## config.mk

```make
export PLATFORM = sky130hd
export DESIGN_NAME = hier_top
export DESIGN_NICKNAME = d
export VERILOG_FILES = /design/src/common/mem_hier_pkg.sv /design/src/l1_cache/l1_cache.sv /design/src/l2_cache/l2_cache.sv /design/src/logic/main_memory.sv /design/src/logic/cache_ctrl.sv /design/src/logic/hier_top.sv
export SDC_FILE = /design/constraint.sdc
export NUM_CORES = 2
export LEC_CHECK = 0
export ABC_CLOCK_PERIOD_IN_PS = 52300
export BUFFER_PORTS_ARGS = -buffer_cell sky130_fd_sc_hd__clkbuf_2
export CORE_MARGIN = 2
export CORE_UTILIZATION = 60
export CTS_CLUSTER_DIAMETER = 120
export CTS_CLUSTER_SIZE = 28
export DETAILED_ROUTE_END_ITERATION = 16
export GPL_TIMING_DRIVEN = 0
export PLACE_DENSITY = 0.76
export REMOVE_ABC_BUFFERS = 1
export SETUP_SLACK_MARGIN = 0.1
export SYNTH_ARGS = -nofsm -noshare
export SYNTH_HDL_FRONTEND = slang
export SYNTH_SLANG_ARGS = --single-unit
export TNS_END_PERCENT = 10
```

## constraint.sdc

```tcl
create_clock -name clock -period 52.3 [get_ports clock]
set_input_delay 10.46 -clock clock [delete_from_list [all_inputs] [get_ports clock]]
set_output_delay 10.46 -clock clock [all_outputs]
set_load 0.02 [all_outputs]
```

## src/common/mem_hier_pkg.sv

```systemverilog
// Memory hierarchy package with widths, cache geometry and controller states
package mem_hier_pkg;

  // Bus widths
  localparam int ADDR_W = 6;   // 64-word address space
  localparam int DATA_W = 16;  // Word size

  typedef logic [ADDR_W-1:0] addr_t;
  typedef logic [DATA_W-1:0] data_t;

  // L1 geometry, set picked by the low address bit
  localparam int L1_SETS  = 2;
  localparam int L1_WAYS  = 2;
  localparam int L1_TAG_W = ADDR_W - $clog2(L1_SETS);  // Address bits above the index

  // Backing store depth
  localparam int MEM_WORDS = 64;

  // Access sequencer states
  typedef enum logic [2:0] {
    ST_IDLE      = 3'd0,  // Waiting for an APB access phase
    ST_LOOKUP    = 3'd1,  // Both caches compared, path chosen
    ST_WRITEBACK = 3'd2,  // Dirty L2 victim going out to memory
    ST_FETCH     = 3'd3,  // Read miss data coming in from memory
    ST_FILL      = 3'd4,  // Touch and store pulses to the caches
    ST_DONE      = 3'd5   // PREADY cycle
  } ctrl_state_t;

endpackage

```

## src/l1_cache/l1_cache.sv

```systemverilog
// L1 cache, two sets of two ways with one LRU bit per set, write-through store
`timescale 1ns/1ps

module l1_cache (
  input  logic                clock,
  input  logic                reset,
  input  mem_hier_pkg::addr_t i_addr,
  input  mem_hier_pkg::data_t i_wdata,
  input  logic                i_touch,   // Read hit, refresh LRU only
  input  logic                i_store,   // Write or refill
  output logic                o_hit,
  output mem_hier_pkg::data_t o_rdata
);
  import mem_hier_pkg::*;

  localparam int IDX_W = $clog2(L1_SETS);

  data_t               data_mem [L1_SETS][L1_WAYS];
  logic [L1_TAG_W-1:0] tag_mem  [L1_SETS][L1_WAYS];
  logic [L1_WAYS-1:0]  valid    [L1_SETS];
  logic [L1_SETS-1:0]  lru;       // Way to replace next, per set

  logic [IDX_W-1:0]    set_idx;
  logic [L1_TAG_W-1:0] tag;
  logic                hit0;
  logic                hit1;
  logic                way_sel;   // Way being accessed

  assign set_idx = i_addr[IDX_W-1:0];
  assign tag     = i_addr[ADDR_W-1:IDX_W];

  // Tag compare in both ways
  assign hit0    = valid[set_idx][0] && (tag_mem[set_idx][0] == tag);
  assign hit1    = valid[set_idx][1] && (tag_mem[set_idx][1] == tag);
  assign o_hit   = hit0 || hit1;
  assign o_rdata = hit1 ? data_mem[set_idx][1] : data_mem[set_idx][0];

  // Hit way, else first free way, else the LRU way
  always_comb
  begin
    if (o_hit)
      way_sel = hit1;
    else if (!valid[set_idx][0])
      way_sel = 1'b0;
    else if (!valid[set_idx][1])
      way_sel = 1'b1;
    else
      way_sel = lru[set_idx];
  end

  always_ff @(posedge clock or posedge reset)
  begin
    if (reset)
    begin
      for (int s = 0; s < L1_SETS; s++)
        valid[s] <= '0;  // All lines empty
      lru <= '0;
    end
    else if (i_store || (i_touch && o_hit))
    begin
      lru[set_idx] <= ~way_sel;  // Other way becomes the victim
      if (i_store)
        valid[set_idx][way_sel] <= 1'b1;
    end
  end

  // Line contents
  always_ff @(posedge clock)
  begin
    if (i_store)
    begin
      data_mem[set_idx][way_sel] <= i_wdata;
      tag_mem[set_idx][way_sel]  <= tag;
    end
  end

endmodule

```

## src/l2_cache/l2_cache.sv

```systemverilog
// L2 cache, fully associative with age-based LRU, dirty bits and victim reporting
`timescale 1ns/1ps

module l2_cache #(
  parameter int L2_LINES = 8
) (
  input  logic                clock,
  input  logic                reset,
  input  mem_hier_pkg::addr_t i_addr,
  input  mem_hier_pkg::data_t i_wdata,
  input  logic                i_touch,
  input  logic                i_store,
  input  logic                i_dirty,         // Dirty value for the stored line
  output logic                o_hit,
  output mem_hier_pkg::data_t o_rdata,
  output logic                o_victim_dirty,  // Replacement line needs a write-back
  output mem_hier_pkg::addr_t o_victim_addr,
  output mem_hier_pkg::data_t o_victim_data
);
  import mem_hier_pkg::*;

  localparam int IDX_W = $clog2(L2_LINES);
  localparam int AGE_W = $clog2(L2_LINES);
  localparam logic [AGE_W-1:0] AGE_MAX = AGE_W'(L2_LINES - 1);

  addr_t               tag_mem  [L2_LINES];  // Full address as tag
  data_t               data_mem [L2_LINES];
  logic [AGE_W-1:0]    age      [L2_LINES];  // 0 is most recent
  logic [L2_LINES-1:0] valid;
  logic [L2_LINES-1:0] dirty;

  logic                hit_idx_found;
  logic [IDX_W-1:0]    hit_idx;
  logic                has_free;
  logic [IDX_W-1:0]    free_idx;
  logic [IDX_W-1:0]    oldest_idx;
  logic [AGE_W-1:0]    oldest_age;
  logic [IDX_W-1:0]    victim_idx;
  logic [IDX_W-1:0]    acc_idx;     // Line touched or written
  logic [AGE_W-1:0]    acc_age;     // Its age before the access
  logic                update;

  // Associative lookup
  always_comb
  begin
    hit_idx_found = 1'b0;
    hit_idx       = '0;
    for (int i = 0; i < L2_LINES; i++)
    begin
      if (valid[i] && (tag_mem[i] == i_addr))
      begin
        hit_idx_found = 1'b1;
        hit_idx       = IDX_W'(i);
      end
    end
  end

  // Victim choice
  always_comb
  begin
    has_free   = 1'b0;
    free_idx   = '0;
    oldest_idx = '0;
    oldest_age = '0;
    for (int i = L2_LINES - 1; i >= 0; i--)  // Downward so the lowest free line wins
    begin
      if (!valid[i])
      begin
        has_free = 1'b1;
        free_idx = IDX_W'(i);
      end
    end
    for (int i = 0; i < L2_LINES; i++)
    begin
      if (age[i] > oldest_age)
      begin
        oldest_age = age[i];
        oldest_idx = IDX_W'(i);
      end
    end
  end

  assign victim_idx = has_free ? free_idx : oldest_idx;

  assign o_hit          = hit_idx_found;
  assign o_rdata        = data_mem[hit_idx];
  assign o_victim_dirty = valid[victim_idx] && dirty[victim_idx];
  assign o_victim_addr  = tag_mem[victim_idx];
  assign o_victim_data  = data_mem[victim_idx];

  assign acc_idx = o_hit ? hit_idx : victim_idx;
  assign acc_age = o_hit ? age[hit_idx] : AGE_MAX;  // New line counts as oldest
  assign update  = i_store || (i_touch && o_hit);

  always_ff @(posedge clock or posedge reset)
  begin
    if (reset)
    begin
      valid <= '0;
      dirty <= '0;
      for (int i = 0; i < L2_LINES; i++)
        age[i] <= '0;
    end
    else if (update)
    begin
      for (int i = 0; i < L2_LINES; i++)
      begin
        if (IDX_W'(i) == acc_idx)
          age[i] <= '0;
        else if (valid[i] && (age[i] < acc_age))  // Lines younger than the accessed one
          age[i] <= age[i] + 1'b1;
      end
      if (i_store)
      begin
        valid[acc_idx] <= 1'b1;
        dirty[acc_idx] <= o_hit ? (dirty[acc_idx] | i_dirty) : i_dirty;
      end
    end
  end

  // Line contents
  always_ff @(posedge clock)
  begin
    if (i_store)
    begin
      tag_mem[acc_idx]  <= i_addr;
      data_mem[acc_idx] <= i_wdata;
    end
  end

endmodule

```

## src/logic/main_memory.sv

```systemverilog
// Main memory, 64-word store behind a fixed-latency request/acknowledge port
`timescale 1ns/1ps

module main_memory #(
  parameter int MEM_LATENCY = 4
) (
  input  logic                clock,
  input  logic                reset,
  input  logic                i_req,    // Held until o_ack
  input  logic                i_we,
  input  mem_hier_pkg::addr_t i_addr,
  input  mem_hier_pkg::data_t i_wdata,
  output logic                o_ack,    // One-cycle pulse
  output mem_hier_pkg::data_t o_rdata   // Valid with o_ack on a read
);
  import mem_hier_pkg::*;

  localparam int CNT_W = $clog2(MEM_LATENCY + 1);

  data_t            mem [MEM_WORDS];
  logic [CNT_W-1:0] cnt;   // Cycles the current request has waited

  always_ff @(posedge clock or posedge reset)
  begin
    if (reset)
    begin
      for (int i = 0; i < MEM_WORDS; i++)
        mem[i] <= '0;
      cnt     <= '0;
      o_ack   <= 1'b0;
      o_rdata <= '0;
    end
    else if (o_ack)
    begin
      o_ack <= 1'b0;  // Requester drops i_req now, skip this cycle
      cnt   <= '0;
    end
    else if (i_req)
    begin
      if (cnt == CNT_W'(MEM_LATENCY - 1))
      begin
        o_ack <= 1'b1;
        cnt   <= '0;
        if (i_we)
          mem[i_addr] <= i_wdata;
        else
          o_rdata <= mem[i_addr];
      end
      else
        cnt <= cnt + 1'b1;
    end
  end

endmodule

```

## src/logic/cache_ctrl.sv

```systemverilog
// Cache controller, APB slave that sequences lookups, write-backs, fetches and fills
`timescale 1ns/1ps

module cache_ctrl (
  input  logic                clock,
  input  logic                reset,
  input  logic                i_psel,
  input  logic                i_penable,
  input  logic                i_pwrite,
  input  mem_hier_pkg::addr_t i_paddr,
  input  mem_hier_pkg::data_t i_pwdata,
  input  logic                i_l1_hit,
  input  mem_hier_pkg::data_t i_l1_rdata,
  input  logic                i_l2_hit,
  input  mem_hier_pkg::data_t i_l2_rdata,
  input  logic                i_victim_dirty,
  input  mem_hier_pkg::addr_t i_victim_addr,
  input  mem_hier_pkg::data_t i_victim_data,
  input  logic                i_mem_ack,
  input  mem_hier_pkg::data_t i_mem_rdata,
  output mem_hier_pkg::addr_t o_addr,
  output mem_hier_pkg::data_t o_wdata,
  output logic                o_l1_touch,
  output logic                o_l1_store,
  output logic                o_l2_touch,
  output logic                o_l2_store,
  output logic                o_l2_dirty,
  output logic                o_mem_req,
  output logic                o_mem_we,
  output mem_hier_pkg::addr_t o_mem_addr,
  output mem_hier_pkg::data_t o_mem_wdata,
  output mem_hier_pkg::data_t o_prdata,
  output logic                o_pready,
  output logic                o_hit_l1,
  output logic                o_hit_l2
);
  import mem_hier_pkg::*;

  ctrl_state_t state;
  addr_t       addr_q;    // Transfer address, held for the whole transfer
  data_t       data_q;    // Write data, later the read result
  logic        write_q;
  logic        l1_hit_q;  // Lookup result, kept until the fill
  logic        l2_hit_q;
  logic        fill;

  // Control path
  always_ff @(posedge clock or posedge reset)
  begin
    if (reset)
    begin
      state     <= ST_IDLE;
      write_q   <= 1'b0;
      l1_hit_q  <= 1'b0;
      l2_hit_q  <= 1'b0;
      o_mem_req <= 1'b0;
      o_prdata  <= '0;
      o_hit_l1  <= 1'b0;
      o_hit_l2  <= 1'b0;
    end
    else
    begin
      case (state)
        ST_IDLE:
          if (i_psel && i_penable)  // Access phase seen
          begin
            write_q <= i_pwrite;
            state   <= ST_LOOKUP;
          end
        ST_LOOKUP:
        begin
          l1_hit_q <= i_l1_hit;
          l2_hit_q <= i_l2_hit;
          if (write_q)  // Writes only need memory when a dirty line is pushed out
            state <= (!i_l2_hit && i_victim_dirty) ? ST_WRITEBACK : ST_FILL;
          else if (i_l1_hit || i_l2_hit)
            state <= ST_FILL;
          else
            state <= i_victim_dirty ? ST_WRITEBACK : ST_FETCH;
        end
        ST_WRITEBACK:
          if (!o_mem_req)
            o_mem_req <= 1'b1;  // Victim goes out first
          else if (i_mem_ack)
          begin
            o_mem_req <= 1'b0;
            state     <= write_q ? ST_FILL : ST_FETCH;
          end
        ST_FETCH:
          if (!o_mem_req)
            o_mem_req <= 1'b1;
          else if (i_mem_ack)
          begin
            o_mem_req <= 1'b0;
            state     <= ST_FILL;
          end
        ST_FILL:
        begin
          o_prdata <= data_q;                 // Held until the next transfer ends
          o_hit_l1 <= l1_hit_q;
          o_hit_l2 <= !l1_hit_q && l2_hit_q;  // L1 takes priority
          state    <= ST_DONE;
        end
        ST_DONE:
          state <= ST_IDLE;
        default:
          state <= ST_IDLE;
      endcase
    end
  end

  // Payload path
  always_ff @(posedge clock)
  begin
    if ((state == ST_IDLE) && i_psel && i_penable)
    begin
      addr_q <= i_paddr;
      data_q <= i_pwdata;
    end
    else if ((state == ST_LOOKUP) && !write_q)
      data_q <= i_l1_hit ? i_l1_rdata : i_l2_rdata;  // Overwritten later on a miss
    else if ((state == ST_FETCH) && o_mem_req && i_mem_ack)
      data_q <= i_mem_rdata;

    if (!o_mem_req && (state == ST_WRITEBACK))
    begin
      o_mem_we    <= 1'b1;
      o_mem_addr  <= i_victim_addr;
      o_mem_wdata <= i_victim_data;
    end
    else if (!o_mem_req && (state == ST_FETCH))
    begin
      o_mem_we   <= 1'b0;
      o_mem_addr <= addr_q;
    end
  end

  // Cache commands, one cycle in FILL
  assign fill       = (state == ST_FILL);
  assign o_l1_touch = fill && !write_q && l1_hit_q;
  assign o_l2_touch = fill && !write_q && !l1_hit_q && l2_hit_q;
  assign o_l1_store = fill && (write_q || !l1_hit_q);                // Write-through or refill
  assign o_l2_store = fill && (write_q || (!l1_hit_q && !l2_hit_q));
  assign o_l2_dirty = write_q;  // Fetched lines enter clean

  assign o_addr   = addr_q;
  assign o_wdata  = data_q;
  assign o_pready = (state == ST_DONE);

endmodule

```

## src/logic/hier_top.sv

```systemverilog
// Memory hierarchy top, APB slave in front of L1, L2 and main memory
`timescale 1ns/1ps

module hier_top #(
  parameter int MEM_LATENCY = 4,  // Memory request to acknowledge, in cycles
  parameter int L2_LINES    = 8   // Fully associative L2 depth
) (
  input  logic                clock,
  input  logic                reset,
  input  logic                i_psel,
  input  logic                i_penable,
  input  logic                i_pwrite,
  input  mem_hier_pkg::addr_t i_paddr,
  input  mem_hier_pkg::data_t i_pwdata,
  output mem_hier_pkg::data_t o_prdata,
  output logic                o_pready,
  output logic                o_hit_l1,   // Transfer served by L1
  output logic                o_hit_l2    // Transfer served by L2
);
  import mem_hier_pkg::*;

  addr_t addr;          // Registered request address to both caches
  data_t wdata;         // Store data to both caches
  data_t l1_rdata;
  data_t l2_rdata;
  logic  l1_hit;
  logic  l2_hit;
  logic  l1_touch;
  logic  l1_store;
  logic  l2_touch;
  logic  l2_store;
  logic  l2_dirty;      // Dirty value for an L2 store
  logic  victim_dirty;
  addr_t victim_addr;
  data_t victim_data;
  logic  mem_req;
  logic  mem_we;
  logic  mem_ack;
  addr_t mem_addr;
  data_t mem_wdata;
  data_t mem_rdata;

  cache_ctrl u_ctrl (
    .clock          (clock),
    .reset          (reset),
    .i_psel         (i_psel),
    .i_penable      (i_penable),
    .i_pwrite       (i_pwrite),
    .i_paddr        (i_paddr),
    .i_pwdata       (i_pwdata),
    .i_l1_hit       (l1_hit),
    .i_l1_rdata     (l1_rdata),
    .i_l2_hit       (l2_hit),
    .i_l2_rdata     (l2_rdata),
    .i_victim_dirty (victim_dirty),
    .i_victim_addr  (victim_addr),
    .i_victim_data  (victim_data),
    .i_mem_ack      (mem_ack),
    .i_mem_rdata    (mem_rdata),
    .o_addr         (addr),
    .o_wdata        (wdata),
    .o_l1_touch     (l1_touch),
    .o_l1_store     (l1_store),
    .o_l2_touch     (l2_touch),
    .o_l2_store     (l2_store),
    .o_l2_dirty     (l2_dirty),
    .o_mem_req      (mem_req),
    .o_mem_we       (mem_we),
    .o_mem_addr     (mem_addr),
    .o_mem_wdata    (mem_wdata),
    .o_prdata       (o_prdata),
    .o_pready       (o_pready),
    .o_hit_l1       (o_hit_l1),
    .o_hit_l2       (o_hit_l2)
  );

  l1_cache u_l1 (
    .clock   (clock),
    .reset   (reset),
    .i_addr  (addr),
    .i_wdata (wdata),
    .i_touch (l1_touch),
    .i_store (l1_store),
    .o_hit   (l1_hit),
    .o_rdata (l1_rdata)
  );

  l2_cache #(.L2_LINES(L2_LINES)) u_l2 (
    .clock          (clock),
    .reset          (reset),
    .i_addr         (addr),
    .i_wdata        (wdata),
    .i_touch        (l2_touch),
    .i_store        (l2_store),
    .i_dirty        (l2_dirty),
    .o_hit          (l2_hit),
    .o_rdata        (l2_rdata),
    .o_victim_dirty (victim_dirty),
    .o_victim_addr  (victim_addr),
    .o_victim_data  (victim_data)
  );

  main_memory #(.MEM_LATENCY(MEM_LATENCY)) u_mem (
    .clock   (clock),
    .reset   (reset),
    .i_req   (mem_req),
    .i_we    (mem_we),
    .i_addr  (mem_addr),
    .i_wdata (mem_wdata),
    .o_ack   (mem_ack),
    .o_rdata (mem_rdata)
  );

endmodule

```

Word level (Yosys, flattened, before mapping)
Memories as Yosys holds them, arrays and structs flattened. A register that Yosys moved wholly into a read port is not among the register bits.
Index checks and enable logic that the tools add are counted.
Storage, ports and cells
  register bits after elaboration: 1144
  RAM bits: 260
  output and inout bits: 19
  memories kept: 4
Memory list
  u_l2.data_mem: words 8, width 16, rd ports 2, clocked after memory_dff 1, write ports 1, RTL line l2_cache.sv:27  | data_t data_mem [L2_LINES];
  u_l1.data_mem: words 2, width 32, rd ports 1, clocked after memory_dff 1, write ports 1, RTL line l1_cache.sv:18  | data_t data_mem [L1_SETS][L1_WAYS];
  u_l2.tag_mem: words 8, width 6, rd ports 9, clocked after memory_dff 0, write ports 1, RTL line l2_cache.sv:26  | addr_t tag_mem [L2_LINES];
  u_l1.tag_mem: words 2, width 10, rd ports 1, clocked after memory_dff 1, write ports 1, RTL line l1_cache.sv:19  | logic [L1_TAG_W-1:0] tag_mem [L1_SETS][L1_WAYS];
Cells by class
  add/sub/neg operators: 9
  $lt $le $gt $ge: 30
  equality and inequality tests: 28
  mux-type cells: 135
  bitwise gates (word level): 10
  reduce and logical (&&, ||, !) cells: 83
Operators by type and width (number)
  $bwmux W1024: 1
  $mux W3: 56
  $mux W16: 9
  $bmux W16 S6: 1
  $demux W16 S6: 1
  $eq A6 B6 Y1: 8
  $logic_and A1 B1 Y1: 44
  $mux W1: 41
  $mux W32: 1
  $add A3 B1 Y3 const B: 9
  $lt A3 B3 Y1: 8
  $reduce_and A2 Y1: 11
  $gt A3 B3 Y1: 7
  $reduce_bool A2 Y1: 10
  $demux W16 S1: 1
  $mux W2: 8
  $pmux W3 S5: 1
  $eq A3 B3 Y1 const A: 4
  $mux W6: 2
  $eq A5 B5 Y1: 2
  $mux W10: 1
  $ne A2 B1 Y1 const B: 5
  $bmux W1 S3: 3
  $bmux W3 S3: 1
  other kinds (36): 60

Depth between registers and ports, before layout
  word-level depth: 24
  mapped depth: 47

By module
A second synthesis with hierarchy kept.
Second synthesis, totals
  cell total of the unflattened synthesis: 5028
  area total of the unflattened synthesis: 67578.6 µm²
By module, submodules not included
  main_memory: times used 1, cells each 3360, area each 48089.9 µm²
  l2_cache: times used 1, cells each 1256, area each 12898.6 µm²
  l1_cache: times used 1, cells each 170, area each 3483.3 µm²
  cache_ctrl: times used 1, cells each 242, area each 3106.7 µm²

Worst setup path before layout
No wires, ideal clock.
  path kind: input port to flip-flop
  start point: input i_penable
  end point: register u_ctrl.data_q[0], in the netlist u_ctrl.o_wdata[0] (enable)
  arrival time: 11249 ps
  path slack: 40663 ps
  stages on the path: 2
  path buffers: 0
  cells stage by stage: a32oi_1 -> nor2_1
Between the ends
  cells in the longest elaborated chain, start to end: 2
RTL lines
  start: declaration: RTL line hier_top.sv:11  | input logic i_penable,
  $logic_and A1 B1 Y1: RTL line cache_ctrl.sv:115  | if ((state == ST_IDLE) && i_psel && i_penable)
  $reduce_bool A3 Y1 (no line)
  end signal: assignment: RTL line cache_ctrl.sv:118  | data_q <= i_pwdata;
  end signal: assignment: RTL line cache_ctrl.sv:121  | data_q <= i_l1_hit ? i_l1_rdata : i_l2_rdata;
  end signal: assignment: RTL line cache_ctrl.sv:123  | data_q <= i_mem_rdata;
  end: declaration: RTL line cache_ctrl.sv:41  | data_t data_q;
Every way passes these cells.
A chain may end at the register's enable or synchronous reset.

==> results.md <==
* Result of the run: finished, final reports clean
* Slew at the pin with the worst max-slew slack at 1390 ps
* Sequential share of the synthesized area at 0.578
* Buffers inserted during post-CTS setup optimization at 0
* Area contributors post-synth: sky130_fd_sc_hd__dfrtp_1, sky130_fd_sc_hd__mux2_2, sky130_fd_sc_hd__edfxtp_1
* Critical hold path startpoint: u_ctrl.o_prdata[14]
* Dominant cell type by area after synthesis: sky130_fd_sc_hd__dfrtp_1
* Unrepaired setup endpoints after global routing: no
* Count of distinct cell types in the synthesized netlist at 81
* Cell family contributing the most delay on the critical path: buffers and inverters
* Layout Area Growth over Synthesis at 8.06%
* CTS tree: done
* Final routed wirelength across all metal layers at 175 mm
* P_leak at 0.0312 uW
* Worst hold slack after final layout at 490 ps
* Filler cells at 7498
* Post-synthesis async set-or-reset flop share at 0.785
* Die Footprint at 109000 sq um
* Initial core utilization at 0.607
* Core area at 106000 sq um
* Post-CTS Hold Fix Bufs at 0
* Metal2 WL at 81.9 mm
* Largest net degree at the start of global routing at 137
* Total gr overflow at 0
* Global-route usage over all layers at 0.320
* Resized cells post-CTS at 0
* Final Hold Violating Endpoints at 0
* Worst min-delay path class: flop to flop
* P per Cell Area at 36.2 nW/um^2
* Insertion delay of the later-clocked pin in the worst-skew pair at 720 ps
* Max cap viols at 0
* Share of the cycle needed by the critical path after routing at 0.255
* Worst-case headroom to the max-slew limit at 0.0655
* Cells after Synth at 5021
* Fraction of layout cells with a size suffix above 1 at 0.292
* Number of enable-type register cells in the synthesized netlist at 304
* Clock sinks at 1421
* Buffers and inverters on the worst path at 8
* Clock tree skew after final layout at 37.2 ps
* Clock tree root buffer cell: sky130_fd_sc_hd__clkbuf_16
* Met3 wire len at 15.7 mm
* Max IR drop VDD at 0.0359 mV
* Worst endpoint required time at 53080 ps
* Sequential cell area at 37100 sq um
* Routability-driven placement congestion ratio at 0.849
* Largest driver fanout on the critical path at 136
* Post-detailed-route via-to-cell ratio at 6.90
* Launching point of the worst reg2reg path: u_l2.age[21]
* Setup crit start kind: input pin
* Number of nets with antenna violations after routing at 0
* Most used cell, CP: sky130_fd_sc_hd__buf_16
* Cells along the critical path: clkbuf_2 > inv_8 > buf_16 > buf_16 > buf_16 > buf_16 > buf_16 > buf_16
* Path type of the worst setup path: input pin to async pin
* Synthesis-stage register bit count at 1421
* Total area of multi-input combinational cells at 25400 sq um
* Standard cell with the maximum stage delay on the critical path: sky130_fd_sc_hd__buf_16
* Pre-antenna DRT Iters at 8
* Clock slew at the register clock pins of the worst setup and hold paths at 100 ps
* Critical path startpoint: reset
* Post-route DRC violation count at 0
* Count of pins on the block boundary at 46
* Max layer used: met5
* Initial DRC Count at 5028
* Total chip power at 2510 uW
* Met1 wire length at 70.4 mm
* Kind of capture point of the worst setup path: async pin
* Chip height at 331 um
* H-tree Lvls at 2
* Yosys top cell area share at 0.435
* Summed instance area of the synthesized netlist at 64100 sq um
* Flip-flop cell with the highest count after synthesis: sky130_fd_sc_hd__dfrtp_1
* Floorplan die width at 331 um
* Detailed-placement wirelength estimate at 113 mm
* Worst-case clock buffer depth at 3
* Via count of the first global-routing pass at 43600
* Slowest Stage Delay on Critical Path at 510 ps
* Number of placement rows at 119
* Post-layout nets at 4941
* Count of buffers from port buffering at 45
* Endpoints failing setup at 0
* Clock buffers created by TritonCTS at 56
* First-pass GRT wire length at 266 mm
* Maximum clock frequency at 74.9 MHz
* Shortest clock period the worst path allows after layout at 13360 ps
* Via Count at 43300
* Per-cell routed wire length at 27.9 um
* Arrival @ worst endpoint at 14140 ps
* Mapped Avg Cell Area at 12.8 sq um
* Synth warnings at 0
* Number of antenna violations at the first check in global routing at 8
* Final setup TNS at 0 ps
* Final slew viol count at 0
-- worst paths after layout --
check | cells after the start | slack, ps | endpoint
setup / recovery | 8 | 38940 | u_mem.mem[499]
hold / removal | 2 | 490 | u_ctrl.o_prdata[14]
setup reg to reg | 40 | 40480 | u_l2.dirty[2]
hold reg to reg | 2 | 490 | u_ctrl.o_prdata[14]
max in group clock | 6 | 39740 | u_ctrl.o_wdata[13]
min in group asynchronous | 2 | 9830 | u_l2.age[17]
-- Yosys cell counts (20+ instances only) --
master,number
sky130_fd_sc_hd__dfrtp_1,1115
sky130_fd_sc_hd__ha_1,47
sky130_fd_sc_hd__xnor2_1,33
sky130_fd_sc_hd__xor2_1,25
sky130_fd_sc_hd__nand3_1,105
sky130_fd_sc_hd__buf_2,35
sky130_fd_sc_hd__a22oi_1,420
sky130_fd_sc_hd__mux2_2,1039
sky130_fd_sc_hd__and2_1,37
sky130_fd_sc_hd__a21oi_1,77
sky130_fd_sc_hd__nor2_1,152
sky130_fd_sc_hd__edfxtp_1,304
sky130_fd_sc_hd__nand2_1,428
sky130_fd_sc_hd__and3_1,20
sky130_fd_sc_hd__mux2i_1,30
sky130_fd_sc_hd__nand4_1,137
sky130_fd_sc_hd__a221oi_1,52
sky130_fd_sc_hd__a22o_1,50
sky130_fd_sc_hd__a311oi_1,25
sky130_fd_sc_hd__a31oi_1,43
sky130_fd_sc_hd__clkbuf_1,328
sky130_fd_sc_hd__buf_1,56
sky130_fd_sc_hd__o211ai_1,31
sky130_fd_sc_hd__o21ai_0,99
sky130_fd_sc_hd__inv_1,45
sky130_fd_sc_hd__a211oi_1,51
-- per-stage QoR --
stage	utilization	worst slack [ps]	std cells	area [sq um]
2_1_floorplan	-	10440	4590	62400
3_3_place_gp	0.610	-893	6026	64400
3_5_place_dp	0.642	37900	6199	67700
4_1_cts	0.656	38670	6274	69200
5_1_grt	0.656	38290	6275	69300
6_report	0.656	38940	6277	69300
-- layout make-up --
| type | instances | area share |
|---|---|---|
| Sequential cell | 1421 | 0.535 |
| Multi-Input combinational cell | 3124 | 0.366 |
| Timing Repair Buffer | 219 | 0.0488 |
| Tap cell | 1391 | 0.0251 |
| Clock buffer | 73 | 0.0215 |
| Inverter | 45 | 0.00255 |
| Clock inverter | 2 | 0.000415 |
| Antenna cell | 2 | 0.0000723 |
-- routing by layer --
| layer | track usage | up-vias |
|---|---|---|
| met3 | 0.0575 | 380 |
| met1 | 0.444 | 22400 |
| met5 | 0 | - |
| li1 | - | 18400 |
| met4 | 0.122 | 10 |
| met2 | 0.507 | 2131 |
-- logic make-up (layout without fill, tap and decap cells) --
logic type,after synthesis,in the layout,share of synthesized area
adders and majority gates,47,47,0.00917
DFF,1421,1421,0.578
muxes,1088,1088,0.194
AOI/OAI and AO/OA,958,958,0.109
other,0,2,0
xor gates and xnor gates,58,58,0.00792
buffers and inverters,476,339,0.0294
and+or+nand+nor,973,973,0.0725
-- worst reg2reg max path, delay by kind of cell (launching register included) --
family | cells | cell delay [ps]
fa+ha+maj | 8 | 2030
compound gates | 13 | 4540
flops | 1 | 450
buf+inv | 3 | 460
mux | 6 | 2190
simple gates | 10 | 2050
-- power breakdown --
group	switching (uW)	internal, uW	leakage (uW)
registers	94.7	1250	0.0182
logic	383	240	0.0123
clock network	335	202	0.000736
-- flip-flops by register name, summed over array words and instances, names as in the netlist, 2 cells and up, named ones only --
register / count
u_l2.data_mem: 128
u_ctrl.o_mem_wdata: 16
u_l2.tag_mem: 48
u_ctrl.o_prdata: 16
u_mem.mem: 1024
u_l1.valid: 4
u_ctrl.o_addr: 6
u_l1.lru: 2
u_mem.cnt: 3
u_ctrl.o_mem_addr: 6
u_l2.age: 24
u_l2.dirty: 8
u_ctrl.o_wdata: 16
u_l1.tag_mem: 20
u_l2.valid: 8
u_mem.o_rdata: 16
u_l1.data_mem: 64
u_ctrl.state: 3
-- cell usage in the layout (no fill, tap or decap), types with 25 or more instances in the layout --
master	n
sky130_fd_sc_hd__a211oi_1	50
sky130_fd_sc_hd__a221oi_1	52
sky130_fd_sc_hd__nor2_1	148
sky130_fd_sc_hd__a31oi_1	41
sky130_fd_sc_hd__a22o_1	50
sky130_fd_sc_hd__nand4_1	137
sky130_fd_sc_hd__ha_1	47
sky130_fd_sc_hd__inv_1	44
sky130_fd_sc_hd__xor2_1	25
sky130_fd_sc_hd__edfxtp_1	304
sky130_fd_sc_hd__a311oi_1	25
sky130_fd_sc_hd__nand3_1	104
sky130_fd_sc_hd__clkbuf_16	57
sky130_fd_sc_hd__mux2_2	1039
sky130_fd_sc_hd__a22oi_1	420
sky130_fd_sc_hd__o21ai_0	99
sky130_fd_sc_hd__xnor2_1	33
sky130_fd_sc_hd__nand2_1	427
sky130_fd_sc_hd__and2_1	36
sky130_fd_sc_hd__dfrtp_1	1115
sky130_fd_sc_hd__mux2i_1	29
sky130_fd_sc_hd__a21oi_1	75
sky130_fd_sc_hd__buf_16	61
sky130_fd_sc_hd__o211ai_1	31
sky130_fd_sc_hd__clkbuf_2	45
sky130_fd_sc_hd__buf_6	63
Note: power is estimated with default switching activity, not from simulation.
